[src/common/ldu_settings.svh]
// --------------------------------------------------
// load unit settings
// widths and counts shared by the address pipeline
// --------------------------------------------------

`ifndef LDU_SETTINGS_SVH
`define LDU_SETTINGS_SVH

// completion queue
`define LDU_CQ_ENTRIES 8
`define LOG_LDU_CQ_ENTRIES 3

// register file banks, one forward bus each
`define PRF_BANK_COUNT 4
`define LOG_PRF_BANK_COUNT 2

// width of the fast-forward pipe index carried by an issued op
`define LOG_FAST_FORWARD_PIPE_COUNT 2

// 32-bit virtual address split
`define VPN_WIDTH 20
`define PO_WIDTH 12

`endif
[src/common/core_types_pkg.sv]
// --------------------------------------------------
// core types
// load op codes, operand sources and the issued
// and decoded op records of the load unit
// --------------------------------------------------

`default_nettype none

`include "ldu_settings.svh"

package core_types_pkg;

	// --------------------------------------------------
	// load op, RISC-V funct3 of the load group

	typedef enum logic [3:0] {
		LB  = 4'b0000,
		LH  = 4'b0001,
		LW  = 4'b0010,
		LBU = 4'b0100,
		LHU = 4'b0101
	} ldu_op_t;

	// where operand A comes from
	typedef enum logic [1:0] {
		SRC_REG,
		SRC_BUS,
		SRC_FAST
	} op_src_t;

	// --------------------------------------------------
	// op as it leaves the issue queue

	typedef struct packed {
		ldu_op_t op;
		logic [11:0] imm12;
		op_src_t src;
		logic [`LOG_FAST_FORWARD_PIPE_COUNT-1:0] pipe;
		logic [`LOG_PRF_BANK_COUNT-1:0] bank;
		logic [`LOG_LDU_CQ_ENTRIES-1:0] cq_index;
	} ldu_issue_t;

	// op held in the operand collector
	// size is in bytes, 1, 2 or 4
	typedef struct packed {
		logic [2:0] size;
		op_src_t src;
		logic [`LOG_FAST_FORWARD_PIPE_COUNT-1:0] pipe;
		logic [`LOG_PRF_BANK_COUNT-1:0] bank;
		logic [11:0] imm12;
		logic [`LOG_LDU_CQ_ENTRIES-1:0] cq_index;
	} ldu_decoded_t;

endpackage

`default_nettype wire

[src/common/system_types_pkg.sv]
// --------------------------------------------------
// system types
// virtual address split and data cache request
// --------------------------------------------------

`default_nettype none

`include "ldu_settings.svh"

package system_types_pkg;

	// 32-bit virtual address as the cache sees it
	typedef struct packed {
		logic [`VPN_WIDTH-1:0] vpn;
		logic [`PO_WIDTH-3:0] po_word;
		logic [1:0] byte_offset;
	} ldu_vaddr_t;

	// one word request to a data cache bank
	typedef struct packed {
		logic is_mq;
		logic misaligned;
		logic [`VPN_WIDTH-1:0] vpn;
		logic [`PO_WIDTH-3:0] po_word;
		logic [3:0] byte_mask;
		logic [`LOG_LDU_CQ_ENTRIES-1:0] cq_index;
	} ldu_req_t;

endpackage

`default_nettype wire

[src/verilog/ldu_addr_pipeline_wrapper.sv]
// --------------------------------------------------
// load address pipeline top level
// one register stage on every input and output
// --------------------------------------------------

`default_nettype none

`include "ldu_settings.svh"

module ldu_addr_pipeline_wrapper #(
	parameter int IS_OC_BUFFER_SIZE = 2,
	parameter int FAST_FORWARD_PIPE_COUNT = 4
) (
	input logic CLK,
	input logic nRST,

	// issue queue
	input logic next_issue_valid,
	input core_types_pkg::ldu_issue_t next_issue,
	output logic last_issue_ready,

	// register read response
	input logic next_A_reg_read_resp_valid,
	input logic [31:0] next_A_reg_read_resp_data,

	// forwarding
	input logic [`PRF_BANK_COUNT-1:0][31:0] next_bus_forward_data_by_bank,
	input logic [FAST_FORWARD_PIPE_COUNT-1:0] next_fast_forward_data_valid_by_pipe,
	input logic [FAST_FORWARD_PIPE_COUNT-1:0][31:0] next_fast_forward_data_by_pipe,

	// data cache requests
	output logic last_REQ_bank0_valid,
	output logic last_REQ_bank1_valid,
	output system_types_pkg::ldu_req_t last_REQ,

	input logic next_REQ_bank0_early_ready,
	input logic next_REQ_bank1_early_ready
);
	import core_types_pkg::*;
	import system_types_pkg::*;

	logic issue_valid;
	ldu_issue_t issue;
	logic issue_ready;
	logic A_reg_read_resp_valid;
	logic [31:0] A_reg_read_resp_data;
	logic [`PRF_BANK_COUNT-1:0][31:0] bus_forward_data_by_bank;
	logic [FAST_FORWARD_PIPE_COUNT-1:0] fast_forward_data_valid_by_pipe;
	logic [FAST_FORWARD_PIPE_COUNT-1:0][31:0] fast_forward_data_by_pipe;
	logic REQ_bank0_valid;
	logic REQ_bank1_valid;
	ldu_req_t REQ;
	logic REQ_bank0_early_ready;
	logic REQ_bank1_early_ready;

	ldu_addr_pipeline #(
		.IS_OC_BUFFER_SIZE(IS_OC_BUFFER_SIZE),
		.FAST_FORWARD_PIPE_COUNT(FAST_FORWARD_PIPE_COUNT)
	) u_pipeline (
		.CLK(CLK),
		.nRST(nRST),
		.issue_valid(issue_valid),
		.issue(issue),
		.issue_ready(issue_ready),
		.A_reg_read_resp_valid(A_reg_read_resp_valid),
		.A_reg_read_resp_data(A_reg_read_resp_data),
		.bus_forward_data_by_bank(bus_forward_data_by_bank),
		.fast_forward_data_valid_by_pipe(fast_forward_data_valid_by_pipe),
		.fast_forward_data_by_pipe(fast_forward_data_by_pipe),
		.REQ_bank0_valid(REQ_bank0_valid),
		.REQ_bank1_valid(REQ_bank1_valid),
		.REQ(REQ),
		.REQ_bank0_early_ready(REQ_bank0_early_ready),
		.REQ_bank1_early_ready(REQ_bank1_early_ready)
	);

	// --------------------------------------------------
	// boundary registers

	always_ff @(posedge CLK or negedge nRST) begin
		if (!nRST) begin
			issue_valid <= 1'b0;
			issue <= '0;
			A_reg_read_resp_valid <= 1'b0;
			A_reg_read_resp_data <= '0;
			bus_forward_data_by_bank <= '0;
			fast_forward_data_valid_by_pipe <= '0;
			fast_forward_data_by_pipe <= '0;
			REQ_bank0_early_ready <= 1'b0;
			REQ_bank1_early_ready <= 1'b0;

			last_issue_ready <= 1'b0;
			last_REQ_bank0_valid <= 1'b0;
			last_REQ_bank1_valid <= 1'b0;
			last_REQ <= '0;
		end else begin
			// inputs
			issue_valid <= next_issue_valid;
			issue <= next_issue;
			A_reg_read_resp_valid <= next_A_reg_read_resp_valid;
			A_reg_read_resp_data <= next_A_reg_read_resp_data;
			bus_forward_data_by_bank <= next_bus_forward_data_by_bank;
			fast_forward_data_valid_by_pipe <= next_fast_forward_data_valid_by_pipe;
			fast_forward_data_by_pipe <= next_fast_forward_data_by_pipe;
			REQ_bank0_early_ready <= next_REQ_bank0_early_ready;
			REQ_bank1_early_ready <= next_REQ_bank1_early_ready;

			// outputs
			last_issue_ready <= issue_ready;
			last_REQ_bank0_valid <= REQ_bank0_valid;
			last_REQ_bank1_valid <= REQ_bank1_valid;
			last_REQ <= REQ;
		end
	end

endmodule

`default_nettype wire

[src/ldu/ldu_addr_pipeline.sv]
// --------------------------------------------------
// load address pipeline
// operand collector buffer in front of address
// generation and the cache request stage
// --------------------------------------------------

`default_nettype none

`include "ldu_settings.svh"

module ldu_addr_pipeline #(
	parameter int IS_OC_BUFFER_SIZE = 2,
	parameter int FAST_FORWARD_PIPE_COUNT = 4
) (
	input logic CLK,
	input logic nRST,

	input logic issue_valid,
	input core_types_pkg::ldu_issue_t issue,
	output logic issue_ready,

	input logic A_reg_read_resp_valid,
	input logic [31:0] A_reg_read_resp_data,

	input logic [`PRF_BANK_COUNT-1:0][31:0] bus_forward_data_by_bank,
	input logic [FAST_FORWARD_PIPE_COUNT-1:0] fast_forward_data_valid_by_pipe,
	input logic [FAST_FORWARD_PIPE_COUNT-1:0][31:0] fast_forward_data_by_pipe,

	output logic REQ_bank0_valid,
	output logic REQ_bank1_valid,
	output system_types_pkg::ldu_req_t REQ,

	input logic REQ_bank0_early_ready,
	input logic REQ_bank1_early_ready
);
	import core_types_pkg::*;
	import system_types_pkg::*;

	localparam int OC_ENTRIES = IS_OC_BUFFER_SIZE + 1;
	localparam int PTR_W = $clog2(OC_ENTRIES);
	localparam int CNT_W = $clog2(OC_ENTRIES + 1);

	ldu_decoded_t issue_decoded;
	ldu_decoded_t oc_op [OC_ENTRIES];
	logic [31:0] oc_bus_data [OC_ENTRIES];
	logic [OC_ENTRIES-1:0] oc_bus_saved;

	logic [PTR_W-1:0] head_ptr;
	logic [PTR_W-1:0] tail_ptr;
	logic [PTR_W-1:0] last_wr_ptr;
	logic last_wr_valid;
	logic [CNT_W-1:0] count;
	logic [CNT_W-1:0] count_next;

	logic head_present;
	logic head_first_cycle;
	logic [`PRF_BANK_COUNT-1:0][31:0] agen_bus_data;
	logic operand_ready;
	logic stage_busy;
	logic pop;
	ldu_vaddr_t agen_vaddr;

	function automatic logic [PTR_W-1:0] ptr_inc(input logic [PTR_W-1:0] ptr);
		logic [PTR_W-1:0] nxt;
		nxt = ptr + PTR_W'(1);
		if (ptr == PTR_W'(OC_ENTRIES - 1)) begin
			nxt = '0;
		end
		return nxt;
	endfunction

	ldu_issue_decode u_decode (
		.issue(issue),
		.decoded(issue_decoded)
	);

	// --------------------------------------------------
	// operand collector

	assign head_present = (count != '0);
	assign head_first_cycle = last_wr_valid & (last_wr_ptr == head_ptr);

	// a bus op stuck behind an older op uses the value captured on arrival
	assign agen_bus_data = oc_bus_saved[head_ptr] ?
		{`PRF_BANK_COUNT{oc_bus_data[head_ptr]}} : bus_forward_data_by_bank;

	assign pop = operand_ready & ~stage_busy;
	assign count_next = count + CNT_W'(issue_valid) - CNT_W'(pop);

	// two spare entries cover ops already in flight from the issue queue
	assign issue_ready = (CNT_W'(OC_ENTRIES) - count_next) >= CNT_W'(2);

	always_ff @(posedge CLK or negedge nRST) begin
		if (!nRST) begin
			head_ptr <= '0;
			tail_ptr <= '0;
			count <= '0;
			last_wr_valid <= 1'b0;
			last_wr_ptr <= '0;
			oc_bus_saved <= '0;
		end else begin
			count <= count_next;
			last_wr_valid <= issue_valid;
			if (issue_valid) begin
				tail_ptr <= ptr_inc(tail_ptr);
				last_wr_ptr <= tail_ptr;
				oc_bus_saved[tail_ptr] <= 1'b0;
			end
			if (pop) begin
				head_ptr <= ptr_inc(head_ptr);
			end
			if (last_wr_valid) begin
				oc_bus_saved[last_wr_ptr] <= 1'b1;
			end
		end
	end

	always_ff @(posedge CLK) begin
		if (issue_valid) begin
			oc_op[tail_ptr] <= issue_decoded;
		end
		if (last_wr_valid) begin
			oc_bus_data[last_wr_ptr] <= bus_forward_data_by_bank[oc_op[last_wr_ptr].bank];
		end
	end

	// --------------------------------------------------
	// execute and result

	ldu_agen #(
		.FAST_FORWARD_PIPE_COUNT(FAST_FORWARD_PIPE_COUNT)
	) u_agen (
		.op(oc_op[head_ptr]),
		.op_present(head_present),
		.reg_resp_valid(A_reg_read_resp_valid),
		.reg_resp_data(A_reg_read_resp_data),
		.bus_forward_data_by_bank(agen_bus_data),
		.fast_forward_data_valid_by_pipe(fast_forward_data_valid_by_pipe),
		.fast_forward_data_by_pipe(fast_forward_data_by_pipe),
		.first_cycle(head_first_cycle | oc_bus_saved[head_ptr]),
		.operand_ready(operand_ready),
		.vaddr(agen_vaddr)
	);

	ldu_req_stage u_req (
		.CLK(CLK),
		.nRST(nRST),
		.load_valid(pop),
		.load_vaddr(agen_vaddr),
		.load_op(oc_op[head_ptr]),
		.busy(stage_busy),
		.req(REQ),
		.bank0_valid(REQ_bank0_valid),
		.bank1_valid(REQ_bank1_valid),
		.bank0_early_ready(REQ_bank0_early_ready),
		.bank1_early_ready(REQ_bank1_early_ready)
	);

endmodule

`default_nettype wire

[src/ldu/ldu_req_stage.sv]
// --------------------------------------------------
// load request stage
// builds bank requests and byte masks, splits word
// crossing loads in two and holds under back-pressure
// --------------------------------------------------

`default_nettype none

`include "ldu_settings.svh"

module ldu_req_stage (
	input logic CLK,
	input logic nRST,

	input logic load_valid,
	input system_types_pkg::ldu_vaddr_t load_vaddr,
	input core_types_pkg::ldu_decoded_t load_op,
	output logic busy,

	output system_types_pkg::ldu_req_t req,
	output logic bank0_valid,
	output logic bank1_valid,

	input logic bank0_early_ready,
	input logic bank1_early_ready
);
	import system_types_pkg::*;

	localparam int WORD_ADDR_W = `VPN_WIDTH + `PO_WIDTH - 2;

	typedef enum logic {
		REQ_FIRST,
		REQ_SECOND
	} req_state_t;

	req_state_t state;
	logic valid;
	logic [3:0] mask_hi;

	logic [3:0] base_mask;
	logic [7:0] span_mask;
	logic bank_ready;
	logic accept;
	logic last_of_load;
	logic take;
	logic [WORD_ADDR_W-1:0] next_word;

	// --------------------------------------------------
	// mask and handshake

	always_comb begin
		case (load_op.size)
			3'd1: begin
				base_mask = 4'b0001;
			end
			3'd2: begin
				base_mask = 4'b0011;
			end
			default: begin
				base_mask = 4'b1111;
			end
		endcase
	end

	// upper nibble is what spills into the next word
	assign span_mask = {4'b0000, base_mask} << load_vaddr.byte_offset;

	// word offset bit 0 picks the bank
	assign bank_ready = req.po_word[0] ? bank1_early_ready : bank0_early_ready;
	assign accept = valid & bank_ready;
	assign last_of_load = (state == REQ_SECOND) | ~req.misaligned;
	assign busy = valid & ~(accept & last_of_load);
	assign take = load_valid & ~busy;

	assign bank0_valid = valid & ~req.po_word[0];
	assign bank1_valid = valid & req.po_word[0];

	// carries into the VPN on a page crossing
	assign next_word = {req.vpn, req.po_word} + WORD_ADDR_W'(1);

	// --------------------------------------------------
	// FSM

	always_ff @(posedge CLK or negedge nRST) begin
		if (!nRST) begin
			valid <= 1'b0;
			state <= REQ_FIRST;
		end else if (take) begin
			valid <= 1'b1;
			state <= REQ_FIRST;
		end else if (accept) begin
			if (last_of_load) begin
				valid <= 1'b0;
				state <= REQ_FIRST;
			end else begin
				state <= REQ_SECOND;
			end
		end
	end

	// request payload
	always_ff @(posedge CLK) begin
		if (take) begin
			req.is_mq <= 1'b0;
			req.misaligned <= |span_mask[7:4];
			req.vpn <= load_vaddr.vpn;
			req.po_word <= load_vaddr.po_word;
			req.byte_mask <= span_mask[3:0];
			req.cq_index <= load_op.cq_index;
			mask_hi <= span_mask[7:4];
		end else if (accept & ~last_of_load) begin
			// second half goes to the misaligned queue
			req.is_mq <= 1'b1;
			{req.vpn, req.po_word} <= next_word;
			req.byte_mask <= mask_hi;
		end
	end

endmodule

`default_nettype wire

[src/ldu/ldu_agen.sv]
// --------------------------------------------------
// load address generation
// picks operand A for the head op and adds the
// sign-extended immediate
// --------------------------------------------------

`default_nettype none

`include "ldu_settings.svh"

module ldu_agen #(
	parameter int FAST_FORWARD_PIPE_COUNT = 4
) (
	input core_types_pkg::ldu_decoded_t op,
	input logic op_present,

	input logic reg_resp_valid,
	input logic [31:0] reg_resp_data,

	input logic [`PRF_BANK_COUNT-1:0][31:0] bus_forward_data_by_bank,

	input logic [FAST_FORWARD_PIPE_COUNT-1:0] fast_forward_data_valid_by_pipe,
	input logic [FAST_FORWARD_PIPE_COUNT-1:0][31:0] fast_forward_data_by_pipe,

	input logic first_cycle,

	output logic operand_ready,
	output system_types_pkg::ldu_vaddr_t vaddr
);
	import core_types_pkg::*;
	import system_types_pkg::*;

	logic [31:0] operand;
	logic operand_avail;
	logic [31:0] imm_sext;

	// --------------------------------------------------
	// operand select

	always_comb begin
		operand = reg_resp_data;
		operand_avail = reg_resp_valid;
		case (op.src)
			SRC_BUS: begin
				// bus value only stands for one cycle
				operand = bus_forward_data_by_bank[op.bank];
				operand_avail = first_cycle;
			end
			SRC_FAST: begin
				operand = fast_forward_data_by_pipe[op.pipe];
				operand_avail = fast_forward_data_valid_by_pipe[op.pipe];
			end
			default: begin
				operand = reg_resp_data;
				operand_avail = reg_resp_valid;
			end
		endcase
	end

	assign operand_ready = op_present & operand_avail;

	// --------------------------------------------------
	// address add

	assign imm_sext = {{20{op.imm12[11]}}, op.imm12};
	assign vaddr = ldu_vaddr_t'(operand + imm_sext);

endmodule

`default_nettype wire

[src/ldu/ldu_issue_decode.sv]
// --------------------------------------------------
// load issue decode
// turns an issued load into access size plus the
// fields the operand collector keeps
// --------------------------------------------------

`default_nettype none

module ldu_issue_decode (
	input core_types_pkg::ldu_issue_t issue,
	output core_types_pkg::ldu_decoded_t decoded
);
	import core_types_pkg::*;

	always_comb begin
		decoded.src = issue.src;
		decoded.pipe = issue.pipe;
		decoded.bank = issue.bank;
		decoded.imm12 = issue.imm12;
		decoded.cq_index = issue.cq_index;

		// signedness only matters on data return
		case (issue.op)
			LB, LBU: begin
				decoded.size = 3'd1;
			end
			LH, LHU: begin
				decoded.size = 3'd2;
			end
			// LW and any unknown code
			default: begin
				decoded.size = 3'd4;
			end
		endcase
	end

endmodule

`default_nettype wire

[config.mk]
export PLATFORM = sky130hd
export DESIGN_NAME = ldu_addr_pipeline_wrapper
export DESIGN_NICKNAME = d
export VERILOG_FILES = /design/src/common/core_types_pkg.sv /design/src/common/system_types_pkg.sv /design/src/verilog/ldu_addr_pipeline_wrapper.sv /design/src/ldu/ldu_addr_pipeline.sv /design/src/ldu/ldu_req_stage.sv /design/src/ldu/ldu_agen.sv /design/src/ldu/ldu_issue_decode.sv
export VERILOG_INCLUDE_DIRS = /design/src /design/src/common
export SDC_FILE = /design/constraint.sdc
export NUM_CORES = 1
export LEC_CHECK = 0
export ABC_CLOCK_PERIOD_IN_PS = 5840
export BUFFER_PORTS_ARGS = -buffer_cell sky130_fd_sc_hd__clkbuf_2
export CAP_MARGIN = 10
export CORE_MARGIN = 5
export CORE_UTILIZATION = 55
export CTS_CLUSTER_SIZE = 28
export DETAILED_ROUTE_END_ITERATION = 6
export PLACE_DENSITY_LB_ADDON = 0.1
export SYNTH_ARGS = -nofsm -noshare
export SYNTH_HDL_FRONTEND = slang
export SYNTH_HIERARCHICAL = 1
export SYNTH_SLANG_ARGS = --single-unit
[constraint.sdc]
create_clock -name CLK -period 5.84 [get_ports CLK]
set_input_delay 1.46 -clock CLK [delete_from_list [all_inputs] [get_ports CLK]]
set_output_delay 1.46 -clock CLK [all_outputs]
set_load 0.05 [all_outputs]
==> impl_metrics.tcl <==
set metrics [dict create \
    drt-initial-drc-count 1057 \
    fin_crit_sh_pct 91.7 \
    numPortBuffers 363 \
    hold_viol_final 0 \
    hold_class "reg2reg" \
    placed_area_um2 28800 \
    grt_max_degree 129 \
    maxSlewViolCount 0 \
    viasPerCell 5.65 \
    hold_buffers 0 \
    end_kind "flip-flop" \
    critPathLaunchType "flip-flop" \
    io_pins 365 \
    overflow 0 \
    fillCellCount 3591 \
    grt_pass1_vias 17781 \
    cts_setup_buffers 0 \
    cts_sinks 586 \
    drcViolationCount 0 \
    row_count 80 \
    grt_pass1_wl_um 101000 \
    worst_pin_slew_ns 1.17 \
    worstPathArrival_ns 5.70 \
    ant_nets 0 \
    cts_resized 0 \
    p_leak_nw 13.6 \
    synth_cells 1977 \
    fin_tns_setup_ns 0 \
    cts_buffers 59 \
    syn_avg_cell_area_um2 13.3 \
    clock-root-buffer "clkbuf_16" \
    synth_nets 2339 \
    start_util_pct 55.4 \
    setup-violations-final 0 \
    rsz0062_at_grt "false" \
    hpwl_um 46200 \
    clkLatencyLatePin_ns 0.62 \
    slew_headroom_pct 21.9 \
    ir_worst_vdd_uv 333 \
    cts_max_path_buffers 3 \
    routedWlPerCell_um 21.7 \
    routed_wl_um 64800 \
    multiInputGateArea_um2 9470 \
    core_um2 47500 \
    finalWorstSetupSlack_ns 0.484 \
    vias 16871 \
    period_minus_slack_ns 5.36 \
    syn2layout_area_growth_pct 16.7 \
    cts_tree "built" \
    final_nets 2679 \
    final-seq-area_um2 15700 \
    dieArea_um2 52400 \
    maxCapViolations 0 \
    cp.required_ns 6.18 \
    drive_gt1_share_pct 28.1 \
    final_area_um2 30800 \
    path_class "reg2reg" \
    htreeDepth 2 \
    fin_skew_ns 0.0158 \
    antenna_found_initial 5 \
    die_h_um 229 \
    fmax_mhz 187 \
    synth_area_um2 26300 \
    status "finished clean" \
    fin_hold_ws_ns 0.347 \
    gp_congestion 0.862 \
    groute.usage.overall_pct 25.0 \
    clk_pin_slew_ns 0.06 \
    yosysWarnings 6 \
    fp.dieW_um 229 \
    power.density_nw_per_um2 616 \
    detailedPlace.worstSlack_ns 0.521 \
    dr.pass1.iters 5 \
    crit_fanout 27 \
]
critical path, stage by stage (launching register included):
cell      delay, ns
dfrtp_4        0.72
buf_4          0.47
mux2i_1        0.40
mux2i_1        0.13
mux4_2         0.50
a22oi_1        0.36
o21ai_0        0.22
ha_1           0.28
inv_1          0.08
fa_1           0.20
nand2b_1       0.14
a21oi_1        0.09
o21ai_1        0.33
a21bo_2        0.24
o211ai_1       0.16
o21a_1         0.22
o41a_1         0.33
nor2_1         0.13
a31oi_1        0.05
path summary, 6_finish.rpt:
check / startpoint / endpoint / slack, ns / depth (start not counted)
min in group asynchronous: nRST / bus_forward_data_by_bank[118]$_DFF_PN0_ / 0.91 / 1
worst max-delay path: u_pipeline/head_ptr[1]$_DFFE_PN0P_ / u_pipeline/u_req/req[33]$_DFFE_PP_ / 0.48 / 18
worst max register to register: u_pipeline/head_ptr[1]$_DFFE_PN0P_ / u_pipeline/u_req/req[33]$_DFFE_PP_ / 0.48 / 18
worst min-delay path: u_pipeline/u_req/req[3]$_DFFE_PP_ / last_REQ[3]$_DFF_PN0_ / 0.35 / 0
worst min register to register: u_pipeline/u_req/req[3]$_DFFE_PP_ / last_REQ[3]$_DFF_PN0_ / 0.35 / 0
max in group asynchronous: nRST / fast_forward_data_by_pipe[118]$_DFF_PN0_ / 3.80 / 2
sequential cells by signal (all words and copies together), names as in the netlist, 2 cells and up:
name / count
bus_forward_data_by_bank: 128
u_pipeline/head_ptr: 2
A_reg_read_resp_data: 32
u_pipeline/oc_op: 72
u_pipeline/oc_bus_saved: 3
u_pipeline/tail_ptr: 2
u_pipeline/last_wr_ptr: 2
u_pipeline/u_req/mask_hi: 3
last_REQ: 39
fast_forward_data_valid_by_pipe: 4
u_pipeline/oc_bus_data: 96
issue: 24
fast_forward_data_by_pipe: 128
u_pipeline/u_req/req: 39
u_pipeline/count: 2
layer usage:
metal	global-route usage, %	share of wire, %	wire length, um
met3	5.03	6.2	4000
met5	0	0.037	24
met4	10.3	4.3	2770
met1	33.3	42	26900
met2	40.6	48	31100
final cells by class:
class / count / share of cell area [%]
clock buffer: 78 / 5.57
inverter: 159 / 1.94
tap: 615 / 2.50
antenna: 3 / 0.0244
clock inverter: 33 / 0.838
sequential: 586 / 51.1
timing repair buffer: 404 / 7.23
multi-input combinational: 1107 / 30.8
metrics by stage:
stage / utilization, % / cells / total power [mW]
2_1_floorplan: - / 1977 / 12.6
3_3_place_gp: 60.5 / 2871 / 15.1
3_5_place_dp: 60.5 / 2871 / 15.3
4_1_cts: 64.7 / 2982 / 19.1
5_1_grt: 64.7 / 2983 / 20.1
6_report: 64.7 / 2985 / 18.9
layout by cell type (no fill, tap or decap), drive strengths merged, types with 3 or more instances in the layout:
| cell | n |
|---|---|
| o211ai | 6 |
| inv | 165 |
| a21o | 8 |
| xor2 | 14 |
| a21boi | 3 |
| a31oi | 21 |
| nand2 | 177 |
| dfrtp | 376 |
| nand3 | 13 |
| nor2 | 47 |
| edfxtp | 209 |
| buf | 42 |
| diode | 3 |
| mux2i | 253 |
| nor3 | 11 |
| nand2b | 7 |
| or4 | 12 |
| a21oi | 47 |
| nand4 | 11 |
| clkbuf | 440 |
| ha | 38 |
| o21bai | 4 |
| a22oi | 35 |
| mux2 | 35 |
| or2 | 3 |
| nor2b | 7 |
| and3 | 10 |
| and2 | 4 |
| o21a | 5 |
| o31ai | 14 |
| and4 | 3 |
| mux4 | 97 |
| o21ai | 167 |
| or3 | 5 |
| clkinv | 23 |
| xnor2 | 29 |
power breakdown:
group,internal [mW],leakage (nW),switching [mW],total [mW]
clock network,2.17,0.979,1.60,3.76
logic,3.79,6.29,5.69,9.47
registers,5.27,6.33,0.430,5.70
No activity file was read; power rests on OpenSTA's default activity.
